`config.mk`:
```
export PLATFORM = sky130hd
export DESIGN_NAME = csr_top
export DESIGN_NICKNAME = d
export VERILOG_FILES = /design/src/hdl/csr_pkg.sv /design/src/hdl/csr_port_if.sv /design/src/hdl/csr_regfile.sv /design/src/hdl/csr_exec_unit.sv /design/src/hdl/csr_top.sv
export VERILOG_INCLUDE_DIRS = /design/src /design/src/hdl
export SDC_FILE = /design/constraint.sdc
export NUM_CORES = 1
export LEC_CHECK = 0
export BUFFER_PORTS_ARGS = -buffer_cell sky130_fd_sc_hd__buf_2
export CAP_MARGIN = 40
export CORE_UTILIZATION = 40
export DETAILED_ROUTE_END_ITERATION = 10
export PLACE_DENSITY = 0.73
export RECOVER_POWER = 100
export SYNTH_ARGS = -nofsm -noshare
export SYNTH_HDL_FRONTEND = slang
export SYNTH_SLANG_ARGS = --single-unit
```
`constraint.sdc`:
```
create_clock -name clk -period 6.4 [get_ports clk]
set_clock_uncertainty 0.15 [all_clocks]
set_input_delay 0.32 -clock clk [delete_from_list [all_inputs] [get_ports clk]]
set_output_delay 0.32 -clock clk [all_outputs]
set_load 0.01 [all_outputs]
```
`src/hdl/csr_cfg.svh`:
```
// widths are for an RV32 machine-mode core only, and the package masks assume XLEN of 32
`ifndef CSR_CFG_SVH
`define CSR_CFG_SVH

// data path width
`define XLEN 32

// csr address field of the instruction
`define CSR_ADDR_W 12

// destination register index, x0..x31
`define REG_ADDR_W 5

// commit id from the issue stage, wraps freely
`define COMMIT_ID_W 4

`endif

```
`src/hdl/csr_pkg.sv`:
```
// machine-mode CSR types and constants, masks only cover the six implemented registers
`default_nettype none

`include "csr_cfg.svh"

package csr_pkg;

    // low two bits of funct3, 2'b00 is unused here
    typedef enum logic [1:0] {
        CSR_RW = 2'b01, // write operand
        CSR_RS = 2'b10, // set bits
        CSR_RC = 2'b11  // clear bits
    } csr_op_e;

    // implemented machine-mode csr addresses
    localparam logic [`CSR_ADDR_W-1:0] CSR_MSTATUS  = 12'h300;
    localparam logic [`CSR_ADDR_W-1:0] CSR_MIE      = 12'h304;
    localparam logic [`CSR_ADDR_W-1:0] CSR_MTVEC    = 12'h305;
    localparam logic [`CSR_ADDR_W-1:0] CSR_MSCRATCH = 12'h340;
    localparam logic [`CSR_ADDR_W-1:0] CSR_MEPC     = 12'h341;
    localparam logic [`CSR_ADDR_W-1:0] CSR_MCAUSE   = 12'h342;

    // interrupt enable bits inside mstatus
    localparam int MSTATUS_MIE_BIT  = 3;
    localparam int MSTATUS_MPIE_BIT = 7;

    // writable bits per register
    // only MIE and MPIE in mstatus
    localparam logic [`XLEN-1:0] MSTATUS_WMASK = 32'h0000_0088;
    // msie, mtie, meie
    localparam logic [`XLEN-1:0] MIE_WMASK     = 32'h0000_0888;
    // direct mode only, mode field reads zero
    localparam logic [`XLEN-1:0] MTVEC_WMASK   = 32'hffff_fffc;
    // no compressed support but bit 0 is always zero
    localparam logic [`XLEN-1:0] MEPC_WMASK    = 32'hffff_fffe;

endpackage

`default_nettype wire

```
`src/hdl/csr_port_if.sv`:
```
// read path is combinational, the regfile owns the writable masks and applies them on write
`default_nettype none

`include "csr_cfg.svh"

interface csr_port_if;

    logic [`CSR_ADDR_W-1:0] rd_addr;
    logic [`XLEN-1:0]       rd_data;    // zero on miss
    logic                   rd_hit;     // address implemented

    logic                   wr_en;
    logic [`CSR_ADDR_W-1:0] wr_addr;
    logic [`XLEN-1:0]       wr_data;    // raw new value, unmasked

    logic                   trap_en;    // one cycle strobe
    logic [`XLEN-1:0]       trap_pc;
    logic [`XLEN-1:0]       trap_cause;

    // exec unit side drives address, write and trap
    modport exec (
        output rd_addr, wr_en, wr_addr, wr_data, trap_en, trap_pc, trap_cause,
        input  rd_data, rd_hit
    );

    // regfile side answers reads
    modport regfile (
        input  rd_addr, wr_en, wr_addr, wr_data, trap_en, trap_pc, trap_cause,
        output rd_data, rd_hit
    );

endinterface

`default_nettype wire

```
`src/hdl/csr_regfile.sv`:
```
// six machine-mode CSRs only, trap_en and wr_en must never be high in the same cycle
`default_nettype none

`include "csr_cfg.svh"

module csr_regfile
    import csr_pkg::*;
(
    input  logic               clk,
    input  logic               reset_i,
    csr_port_if.regfile        port,
    output logic [`XLEN-1:0]   mtvec_o     // trap vector base
);

    logic [`XLEN-1:0] mstatus_q;
    logic [`XLEN-1:0] mie_q;
    logic [`XLEN-1:0] mtvec_q;
    logic [`XLEN-1:0] mscratch_q;
    logic [`XLEN-1:0] mepc_q;
    logic [`XLEN-1:0] mcause_q;

    // keep bits outside the mask, take new bits inside it
    function automatic logic [`XLEN-1:0] masked_merge(
        input logic [`XLEN-1:0] old_v,
        input logic [`XLEN-1:0] new_v,
        input logic [`XLEN-1:0] mask
    );
        return (old_v & ~mask) | (new_v & mask);
    endfunction

    // read decode, zero latency
    always_comb begin
        port.rd_hit  = 1'b1;
        port.rd_data = '0;
        case (port.rd_addr)
            CSR_MSTATUS:  port.rd_data = mstatus_q;
            CSR_MIE:      port.rd_data = mie_q;
            CSR_MTVEC:    port.rd_data = mtvec_q;
            CSR_MSCRATCH: port.rd_data = mscratch_q;
            CSR_MEPC:     port.rd_data = mepc_q;
            CSR_MCAUSE:   port.rd_data = mcause_q;
            default: begin
                port.rd_hit  = 1'b0; // unimplemented, exec unit flags illegal
                port.rd_data = '0;
            end
        endcase
    end

    // state update, trap first then csr write
    always_ff @(posedge clk) begin
        if (reset_i) begin
            mstatus_q  <= '0;
            mie_q      <= '0;
            mtvec_q    <= '0;
            mscratch_q <= '0;
            mepc_q     <= '0;
            mcause_q   <= '0;
        end else if (port.trap_en) begin
            mepc_q   <= port.trap_pc & MEPC_WMASK; // bit 0 forced low
            mcause_q <= port.trap_cause;
            // stack the interrupt enable
            mstatus_q[MSTATUS_MPIE_BIT] <= mstatus_q[MSTATUS_MIE_BIT];
            mstatus_q[MSTATUS_MIE_BIT]  <= 1'b0;
        end else if (port.wr_en) begin
            case (port.wr_addr)
                CSR_MSTATUS: begin
                    mstatus_q <= masked_merge(mstatus_q, port.wr_data, MSTATUS_WMASK);
                end
                CSR_MIE: begin
                    mie_q <= masked_merge(mie_q, port.wr_data, MIE_WMASK);
                end
                CSR_MTVEC: begin
                    mtvec_q <= masked_merge(mtvec_q, port.wr_data, MTVEC_WMASK);
                end
                CSR_MSCRATCH: begin
                    mscratch_q <= port.wr_data; // fully writable
                end
                CSR_MEPC: begin
                    mepc_q <= masked_merge(mepc_q, port.wr_data, MEPC_WMASK);
                end
                CSR_MCAUSE: begin
                    mcause_q <= port.wr_data; // any cause code
                end
                default: begin
                    // miss, nothing changes
                end
            endcase
        end
    end

    assign mtvec_o = mtvec_q;

    // exec unit holds off requests during a trap strobe
    a_no_wr_on_trap: assert property (@(posedge clk) disable iff (reset_i)
        !(port.wr_en && port.trap_en))
        else $error("csr write and trap in the same cycle");

endmodule

`default_nettype wire

```
`src/hdl/csr_exec_unit.sv`:
```
// one request in flight, write and result load share the accept edge, trap_i blocks accept
`default_nettype none

`include "csr_cfg.svh"

module csr_exec_unit
    import csr_pkg::*;
(
    input  logic                    clk,
    input  logic                    reset_i,

    // request from issue
    input  logic                    req_valid_i,
    output logic                    req_ready_o,
    input  csr_op_e                 req_op_i,
    input  logic [`CSR_ADDR_W-1:0]  req_addr_i,
    input  logic [`XLEN-1:0]        req_operand_i,  // rs1 value
    input  logic [`REG_ADDR_W-1:0]  req_rd_i,
    input  logic [`COMMIT_ID_W-1:0] req_id_i,

    // result to writeback
    output logic                    wb_valid_o,
    input  logic                    wb_ready_i,
    output logic [`REG_ADDR_W-1:0]  wb_rd_o,
    output logic [`XLEN-1:0]        wb_data_o,      // old csr value
    output logic [`COMMIT_ID_W-1:0] wb_id_o,
    output logic                    wb_illegal_o,

    // trap strobe
    input  logic                    trap_i,
    input  logic [`XLEN-1:0]        trap_pc_i,
    input  logic [`XLEN-1:0]        trap_cause_i,

    csr_port_if.exec                port
);

    logic                    accept;
    logic [`XLEN-1:0]        new_val;

    // result register
    logic                    res_valid_q;
    logic                    res_illegal_q;
    logic [`XLEN-1:0]        res_data_q;
    logic [`REG_ADDR_W-1:0]  res_rd_q;
    logic [`COMMIT_ID_W-1:0] res_id_q;

    // free slot when empty or draining this cycle
    assign req_ready_o = (~res_valid_q | wb_ready_i) & ~trap_i;
    assign accept      = req_valid_i & req_ready_o;

    // read old value straight from the request
    assign port.rd_addr = req_addr_i;

    // new value from op
    always_comb begin
        case (req_op_i)
            CSR_RW:  new_val = req_operand_i;
            CSR_RS:  new_val = port.rd_data | req_operand_i;
            CSR_RC:  new_val = port.rd_data & ~req_operand_i;
            default: new_val = port.rd_data; // reserved op, value unchanged
        endcase
    end

    // write only to implemented csrs
    assign port.wr_en   = accept & port.rd_hit;
    assign port.wr_addr = req_addr_i;
    assign port.wr_data = new_val;

    // trap passes through for one cycle
    assign port.trap_en    = trap_i;
    assign port.trap_pc    = trap_pc_i;
    assign port.trap_cause = trap_cause_i;

    // valid and illegal flag
    always_ff @(posedge clk) begin
        if (reset_i) begin
            res_valid_q   <= 1'b0;
            res_illegal_q <= 1'b0;
        end else if (accept) begin
            res_valid_q   <= 1'b1; // refill, back to back
            res_illegal_q <= ~port.rd_hit;
        end else if (wb_ready_i) begin
            res_valid_q   <= 1'b0; // taken
        end
    end

    // payload
    always_ff @(posedge clk) begin
        if (accept) begin
            res_data_q <= port.rd_hit ? port.rd_data : '0;
            res_rd_q   <= req_rd_i;
            res_id_q   <= req_id_i;
        end
    end

    assign wb_valid_o   = res_valid_q;
    assign wb_illegal_o = res_illegal_q;
    assign wb_data_o    = res_data_q;
    assign wb_rd_o      = res_rd_q;
    assign wb_id_o      = res_id_q;

    // held result must not move until writeback takes it
    a_wb_hold: assert property (@(posedge clk) disable iff (reset_i)
        wb_valid_o && !wb_ready_i
            |=> wb_valid_o && $stable({wb_data_o, wb_rd_o, wb_id_o, wb_illegal_o}))
        else $error("writeback result changed under back-pressure");

    // trap cycle accepts nothing, so no csr write reaches the regfile
    a_trap_blocks_req: assert property (@(posedge clk) disable iff (reset_i)
        trap_i |-> !req_ready_o && !port.wr_en)
        else $error("request accepted during trap");

endmodule

`default_nettype wire

```
`src/hdl/csr_top.sv`:
```
// one cycle from accept to wb_valid_o, trap_i is a single-cycle strobe that stalls requests
`default_nettype none

`include "csr_cfg.svh"

module csr_top
    import csr_pkg::*;
(
    input  logic                    clk,
    input  logic                    reset_i,

    input  logic                    req_valid_i,
    output logic                    req_ready_o,
    input  csr_op_e                 req_op_i,
    input  logic [`CSR_ADDR_W-1:0]  req_addr_i,
    input  logic [`XLEN-1:0]        req_operand_i,
    input  logic [`REG_ADDR_W-1:0]  req_rd_i,
    input  logic [`COMMIT_ID_W-1:0] req_id_i,

    output logic                    wb_valid_o,
    input  logic                    wb_ready_i,
    output logic [`REG_ADDR_W-1:0]  wb_rd_o,
    output logic [`XLEN-1:0]        wb_data_o,
    output logic [`COMMIT_ID_W-1:0] wb_id_o,
    output logic                    wb_illegal_o,

    input  logic                    trap_i,
    input  logic [`XLEN-1:0]        trap_pc_i,
    input  logic [`XLEN-1:0]        trap_cause_i,

    output logic [`XLEN-1:0]        trap_vector_o  // current mtvec
);

    csr_port_if u_csr_if (); // exec to regfile

    csr_exec_unit u_exec (
        .clk           (clk),
        .reset_i       (reset_i),
        .req_valid_i   (req_valid_i),
        .req_ready_o   (req_ready_o),
        .req_op_i      (req_op_i),
        .req_addr_i    (req_addr_i),
        .req_operand_i (req_operand_i),
        .req_rd_i      (req_rd_i),
        .req_id_i      (req_id_i),
        .wb_valid_o    (wb_valid_o),
        .wb_ready_i    (wb_ready_i),
        .wb_rd_o       (wb_rd_o),
        .wb_data_o     (wb_data_o),
        .wb_id_o       (wb_id_o),
        .wb_illegal_o  (wb_illegal_o),
        .trap_i        (trap_i),
        .trap_pc_i     (trap_pc_i),
        .trap_cause_i  (trap_cause_i),
        .port          (u_csr_if.exec)
    );

    csr_regfile u_regfile (
        .clk     (clk),
        .reset_i (reset_i),
        .port    (u_csr_if.regfile),
        .mtvec_o (trap_vector_o)   // straight out as the trap vector
    );

endmodule

`default_nettype wire

```
==> impl_metrics.py, run 1 <==
metrics = {
    "sta": {
        "finalSetupViolations": 0,
        "final.setup.tns_ps": 0,
        "post-route-period-util": 0.668,
        "report.final.hold_viol_count": 0,
        "worst_slew_margin_rel": -0.172,
        "final.min_clock_period_ps": 4270,
        "worst-slew-pin-transition_ps": 1760,
        "max_clock_freq_mhz": 234,
        "rsz0062_at_grt": "no",
        "number_of_max_slew_violations_in_the_final_report": 100,
        "postLayoutSetupSlackWorst_ps": 2130,
    },
    "floorplanning": {
        "ioPinCount": 200,
        "floorplan.rows": 54,
        "die_x_um": 151,
        "die-area_um2": 22900,
        "initial_utilization": 0.409,
        "core-area_um2": 21800,
        "die_h_um": 151,
    },
    "cts": {
        "clk_root_buffer_cell": "clkbuf_16",
        "cts_buffers": 17,
        "postCtsResizedCells": 0,
        "worst_skew_pair.late_latency_ps": 430,
        "worst_path_clk_slew_ps": 70,
        "clock_sinks": 173,
        "tritoncts": "yes",
        "cts.htree.levels": 4,
        "max-clock-path-buffers": 2,
    },
    "run": {
        "drv_cap": 4,
    },
    "global_routing": {
        "globalRouteTotalUtil": 0.271,
        "maximum_number_of_pins_on_one_net_before_global_route_repair": 98,
        "antenna_violations_before_repair": 3,
        "grt-ovfl-total": 0,
        "grt_pass1_vias": 8405,
        "grt_first_pass_wirelength_um": 47100,
    },
    "routing": {
        "vias_per_cell": 6.42,
        "routed_wire_length_per_instance_um": 22.7,
        "detailedRoute.firstPassIterationCount": 6,
        "topRoutingLayerUsed": "met5",
        "route.antenna.remaining_nets": 0,
        "drtIter0Drc": 1131,
        "detailroute.via_count": 8924,
        "met2_wirelength_um": 14500,
        "wl_met1_um": 13000,
        "wl_met3_um": 3120,
        "routed_wl_um": 31500,
        "drcViolationCount": 0,
    },
    "setup_path": {
        "critical_path.slowest_cell": "clkbuf_1",
        "cp_cell_sequence": "clkbuf_1, inv_1, nand3_1, inv_1, clkbuf_1, nor2_1, a311oi_1",
        "critPathCaptureType": "flop",
        "start_kind": "input port",
        "criticalPathCategory": "in -> reg",
        "cp.required_ps": 6600,
        "timing.critical_path.arrival_ps": 4470,
        "crit_path_max_fanout": 28,
        "slowest_delay_ps": 1260,
    },
    "synthesis": {
        "synth-edff-count": 41,
        "syn-cell-area_um2": 8920,
        "synth-async-reset-ratio": 0,
        "most_frequent_cells_after_synthesis": "dfxtp_1 (132), clkbuf_1 (74), nand2_1 (59)",
        "postSynth.topFlopCell": "dfxtp_1",
        "avgSynthCellArea_um2": 9.46,
        "synth_warnings": 0,
        "ys_ff_latch": 173,
        "yosysUniqueCellTypes": 59,
        "synth_top_area_share": 0.296,
        "post_synth_inst_count": 943,
        "synth.area.top_cells": "dfxtp_1 (30%), edfxtp_1 (14%), nand3b_1 (4.3%), o2bb2ai_2 (3.9%), a31oi_1 (3.6%)",
        "post-synth-top-count-cell": "dfxtp_1",
        "synth-seq-area-share": 0.434,
        "synth_top_cell_by_area": "dfxtp_1",
    },
    "finish": {
        "final_layout_size_suffix_gt1_frac": 0.185,
        "seqCellArea_um2": 3870,
        "layout-area-overhead-vs-synth_pct": 18.1,
        "nNetsFinal": 1219,
        "multiInputGateArea_um2": 4480,
        "num-fill-cells": 2147,
        "fin_area_um2": 10500,
    },
    "pwr": {
        "worst_ir_drop_vdd_v": 0.000158,
        "total_leakage_power_uw": 0.00352,
        "cellPowerDensity_nw_per_um2": 239,
        "total_power_uw": 2510,
    },
    "outcome": {
        "violations": "capacitance limit, slew limit",
        "run_status": "finished with violations",
    },
    "place": {
        "io_buffers": 196,
        "place_hpwl_um": 19600,
        "placed_cell_area_um2": 10200,
        "detailedPlace.worstSlack_ps": 2890,
        "gp_congestion": 0.861,
    },
    "min_path": {
        "worst_min_delay_path_class": "in -> reg",
    },
}
[area by class of cell]
class                      instances  share of cell area
inverter                           7             0.00249
clock buffer                      17              0.0404
timing repair buffer             228               0.114
sequential                       173               0.368
clock inverter                    15              0.0163
antenna                            1            0.000238
tap                              280              0.0333
multi-input combinational        668               0.426
[placed cells by master, fill, tap and decap left out, types with 26 or more instances in the layout]
| cell | synthesis | final |
|---|---|---|
| a31oi_1 | 52 | 52 |
| and2_1 | 28 | 27 |
| o22ai_1 | 31 | 31 |
| mux2_2 | 27 | 27 |
| buf_2 | 12 | 121 |
| nand3b_1 | 51 | 51 |
| dfxtp_1 | 132 | 132 |
| a22oi_1 | 42 | 42 |
| edfxtp_1 | 41 | 41 |
| a21oi_1 | 41 | 41 |
| a32oi_1 | 26 | 26 |
| clkbuf_1 | 74 | 80 |
| nand2_1 | 59 | 59 |
| o21ai_0 | 56 | 100 |
[metrics by stage]
step                cells   util  hold WS (ps)
floorplan             944      -           269
global placement     1339  0.458           289
detailed placement   1347  0.466           299
CTS                  1388  0.497          27.8
global route         1388  0.483          46.8
finish               1389  0.483          27.8
[per-layer routing]
metal | GRT usage | up-vias
li1 | - | 3972
met3 | 0.0494 | 94
met5 | 0 | -
met4 | 0.130 | 2
met1 | 0.357 | 4255
met2 | 0.426 | 601
[power breakdown]
group,switching (uW),internal (uW)
clock,461,614
sequential,14.2,1150
combinational,168,109
total,644,1870
[path summary, 6_finish.rpt]
kind                            slack [ps]                startpoint  cells past startpoint                  endpoint
worst min-delay path                    30             trap_pc_i[30]                      3      u_regfile.mepc_q[30]
worst min register to register         310  u_regfile.mscratch_q[30]                      2  u_regfile.mscratch_q[30]
worst max register to register        2790         u_exec.wb_valid_o                      7      u_regfile.mepc_q[18]
worst max-delay path                  2130                    trap_i                      7       u_exec.wb_illegal_o
[critical path, delay by kind of cell]
kind                   cells  cell delay, ps
AOI/OAI and AO/OA          1             280
buffers and inverters      4            3220
and+or+nand+nor            2             620
[flip-flops by register name, summed over array words and instances (netlist names), 2 cells and up]
| name | flops |
|---|---|
| u_exec.wb_rd_o | 5 |
| u_regfile.mtvec_o | 30 |
| u_regfile.mscratch_q | 32 |
| u_regfile.mcause_q | 32 |
| u_exec.wb_data_o | 32 |
| u_exec.wb_id_o | 4 |
| u_regfile.mstatus_q | 2 |
| u_regfile.mepc_q | 31 |
| u_regfile.mie_q | 3 |
[logic make-up after synthesis]
logic type / after synthesis / share of synthesized area
flip-flops: 173 / 0.434
XOR/XNOR: 24 / 0.0236
other: 1 / 0.000420
multiplexers: 36 / 0.0442
AND/OR/NAND/NOR: 211 / 0.135
AO/OA/AOI/OAI: 395 / 0.313
buffers and inverters: 103 / 0.0492
[repair_timing]
item                      CTS  global route
buffers inserted            0             0
hold buffers                9             0
hold endpoints to repair    9             0
No activity file was read; power rests on OpenSTA's default activity.
==> inputs of run 2 (changes only) <==
--- a/config.mk
+++ b/config.mk
@@ -10,7 +10,7 @@
 export CAP_MARGIN = 40
 export CORE_UTILIZATION = 40
 export DETAILED_ROUTE_END_ITERATION = 10
-export PLACE_DENSITY = 0.73
+export PLACE_DENSITY = 0.75
 export RECOVER_POWER = 100
 export SYNTH_ARGS = -nofsm -noshare
 export SYNTH_HDL_FRONTEND = slang
==> constraint.sdc (replaced) <==
create_clock -name clk -period 3.8 [get_ports clk]
set_clock_uncertainty 0.15 [all_clocks]
set_input_delay 0.19 -clock clk [delete_from_list [all_inputs] [get_ports clk]]
set_output_delay 0.19 -clock clk [all_outputs]
set_load 0.01 [all_outputs]
==> impl_metrics.py, run 2 (synthesis results as in run 1) <==
metrics = {
    "outcome": {
        "run_status": "finished with violations",
        "violations": "capacitance limit, slew limit",
    },
    "setup_path": {
        "critPathCaptureType": "flop",
        "r2r_end": "u_regfile.mcause_q[27]",
        "criticalPathCategory": "in -> reg",
        "start_kind": "input port",
        "timing.critical_path.arrival_ps": 3510,
        "cp.required_ps": 3980,
        "reg2reg_depth": 8,
        "regToRegSetupSlack_ps": 540,
        "critical_path.reg2reg.startpoint": "u_exec.wb_valid_o",
        "crit_path_max_fanout": 21,
    },
    "sta": {
        "number_of_max_slew_violations_in_the_final_report": 26,
        "worst-slew-pin-transition_ps": 1580,
        "finalSetupViolations": 0,
        "rsz0062_at_grt": "no",
        "final.setup.tns_ps": 0,
        "fin_worst_hold_slack_ps": 18.5,
        "final.min_clock_period_ps": 3340,
        "worst_slew_margin_rel": -0.0503,
        "max_clock_freq_mhz": 300,
        "post-route-period-util": 0.878,
        "report.final.hold_viol_count": 0,
    },
    "cts": {
        "postCtsResizedCells": 0,
        "tritoncts": "yes",
        "max-clock-path-buffers": 2,
        "worst_skew_pair.late_latency_ps": 440,
        "cts.repair_timing.setup_buffer_count": 0,
        "clock_sinks": 173,
        "worst_path_clk_slew_ps": 70,
        "holdBufCountCts": 83,
        "cts.htree.levels": 4,
        "clk_root_buffer_cell": "clkbuf_16",
        "cts_buffers": 17,
    },
    "floorplanning": {
        "initial_utilization": 0.409,
        "die_x_um": 151,
        "core-area_um2": 21800,
        "ioPinCount": 200,
        "die-area_um2": 22900,
        "die_h_um": 151,
        "floorplan.rows": 54,
    },
    "finish": {
        "nNetsFinal": 1299,
        "insertedDiodeCount": 0,
        "final_cell_mix": "dfxtp_1 (132), buf_2 (119), o21ai_0 (100)",
        "layout-area-overhead-vs-synth_pct": 26.6,
        "finish.cell_count_without_fillers": 1468,
        "final_common_cell": "dfxtp_1",
        "final_layout_size_suffix_gt1_frac": 0.178,
    },
    "pwr": {
        "seq_power_share": 0.455,
        "power.internal_uw": 3200,
        "total_leakage_power_uw": 0.00388,
        "power.share.combinational": 0.124,
        "power_switching_uw": 1100,
        "worst_ir_drop_vdd_v": 0.000279,
        "sw_share": 0.256,
        "clkPwrFrac": 0.422,
        "total_power_uw": 4300,
        "cellPowerDensity_nw_per_um2": 381,
    },
    "place": {
        "gp_congestion": 0.868,
        "io_buffers": 196,
        "placedCellCount": 1353,
        "place_hpwl_um": 20000,
    },
    "routing": {
        "drcViolationCount": 0,
        "routed_wl_um": 31900,
        "route.antenna.remaining_nets": 0,
        "routed_wire_length_per_instance_um": 21.7,
        "detailroute.via_count": 9226,
        "vias_per_cell": 6.28,
        "detailedRoute.firstPassIterationCount": 6,
        "drtIter0Drc": 991,
    },
    "global_routing": {
        "maximum_number_of_pins_on_one_net_before_global_route_repair": 87,
        "globalRouteTotalUtil": 0.279,
        "grt_first_pass_wirelength_um": 48500,
        "grt_pass1_vias": 8903,
        "grt-ovfl-total": 0,
        "antenna_violations_before_repair": 0,
    },
    "min_path": {
        "hold-path-endpoint": "u_regfile.mcause_q[9]",
        "worstHoldStart": "trap_cause_i[9]",
        "hold-path-cell-count": 4,
        "worst_min_delay_path_class": "in -> reg",
    },
    "run": {
        "drv_cap": 1,
    },
}
==> run 2: worst max path at each step <==
stage	depth (start not counted)	slack, ps	start	to
final	10	460	wb_ready_i	u_regfile.mcause_q[27]
after global routing	10	250	wb_ready_i	u_regfile.mcause_q[20]
after CTS	11	630	wb_ready_i	u_regfile.mcause_q[24]
after detailed placement	8	940	req_addr_i[6]	u_regfile.mscratch_q[1]
after global placement	8	990	req_addr_i[2]	u_regfile.mscratch_q[0]
after floorplan	8	880	u_exec.wb_valid_o	u_regfile.mcause_q[28]
==> run 2: per-stage QoR <==
| step | utilization | setup WS (ps) | instance area, um2 |
|---|---|---|---|
| 3_3_place_gp | 0.463 | 990 | 10100 |
| 4_1_cts | 0.531 | 630 | 11600 |
| 6_report | 0.518 | 463 | 11300 |
| 2_1_floorplan | - | 878 | 8930 |
| 5_1_grt | 0.518 | 246 | 11300 |
| 3_5_place_dp | 0.465 | 935 | 10200 |
==> run 2: metal layers <==
| metal | routed length (um) | vias to the layer above | track usage |
|---|---|---|---|
| li1 | - | 4117 | - |
| met1 | 13300 | 4425 | 0.368 |
| met2 | 14200 | 593 | 0.432 |
| met3 | 3290 | 91 | 0.0645 |
| met4 | 1080 | 0 | 0.130 |
| met5 | 0 | - | 0 |
==> run 2: power by group through the flow <==
stage	clock network [uW]	logic [uW]	registers, uW
3_3_place_gp	0	441	1990
2_1_floorplan	0	262	2000
6_report	1810	532	1960
3_5_place_dp	0	457	1990
5_1_grt	1900	567	1960
4_1_cts	1820	527	1950
==> run 2: critical path, stage by stage <==
cell and delay [ps]:
dlygate4sd3_1 520, buf_2 90, nand2b_1 140, nand3_1 240
inv_2 550, nand4_1 360, clkbuf_1 420, a31oi_1 280
o21ai_0 110, dlygate4sd3_1 600
==> run 2: layout make-up <==
type	instances	area [um2]
clock inverter	15	170
sequential	173	3870
tap	280	350
clock buffer	17	425
timing repair buffer	308	1970
multi-input combinational	668	4480
inverter	7	26.3
fill	2057	10500
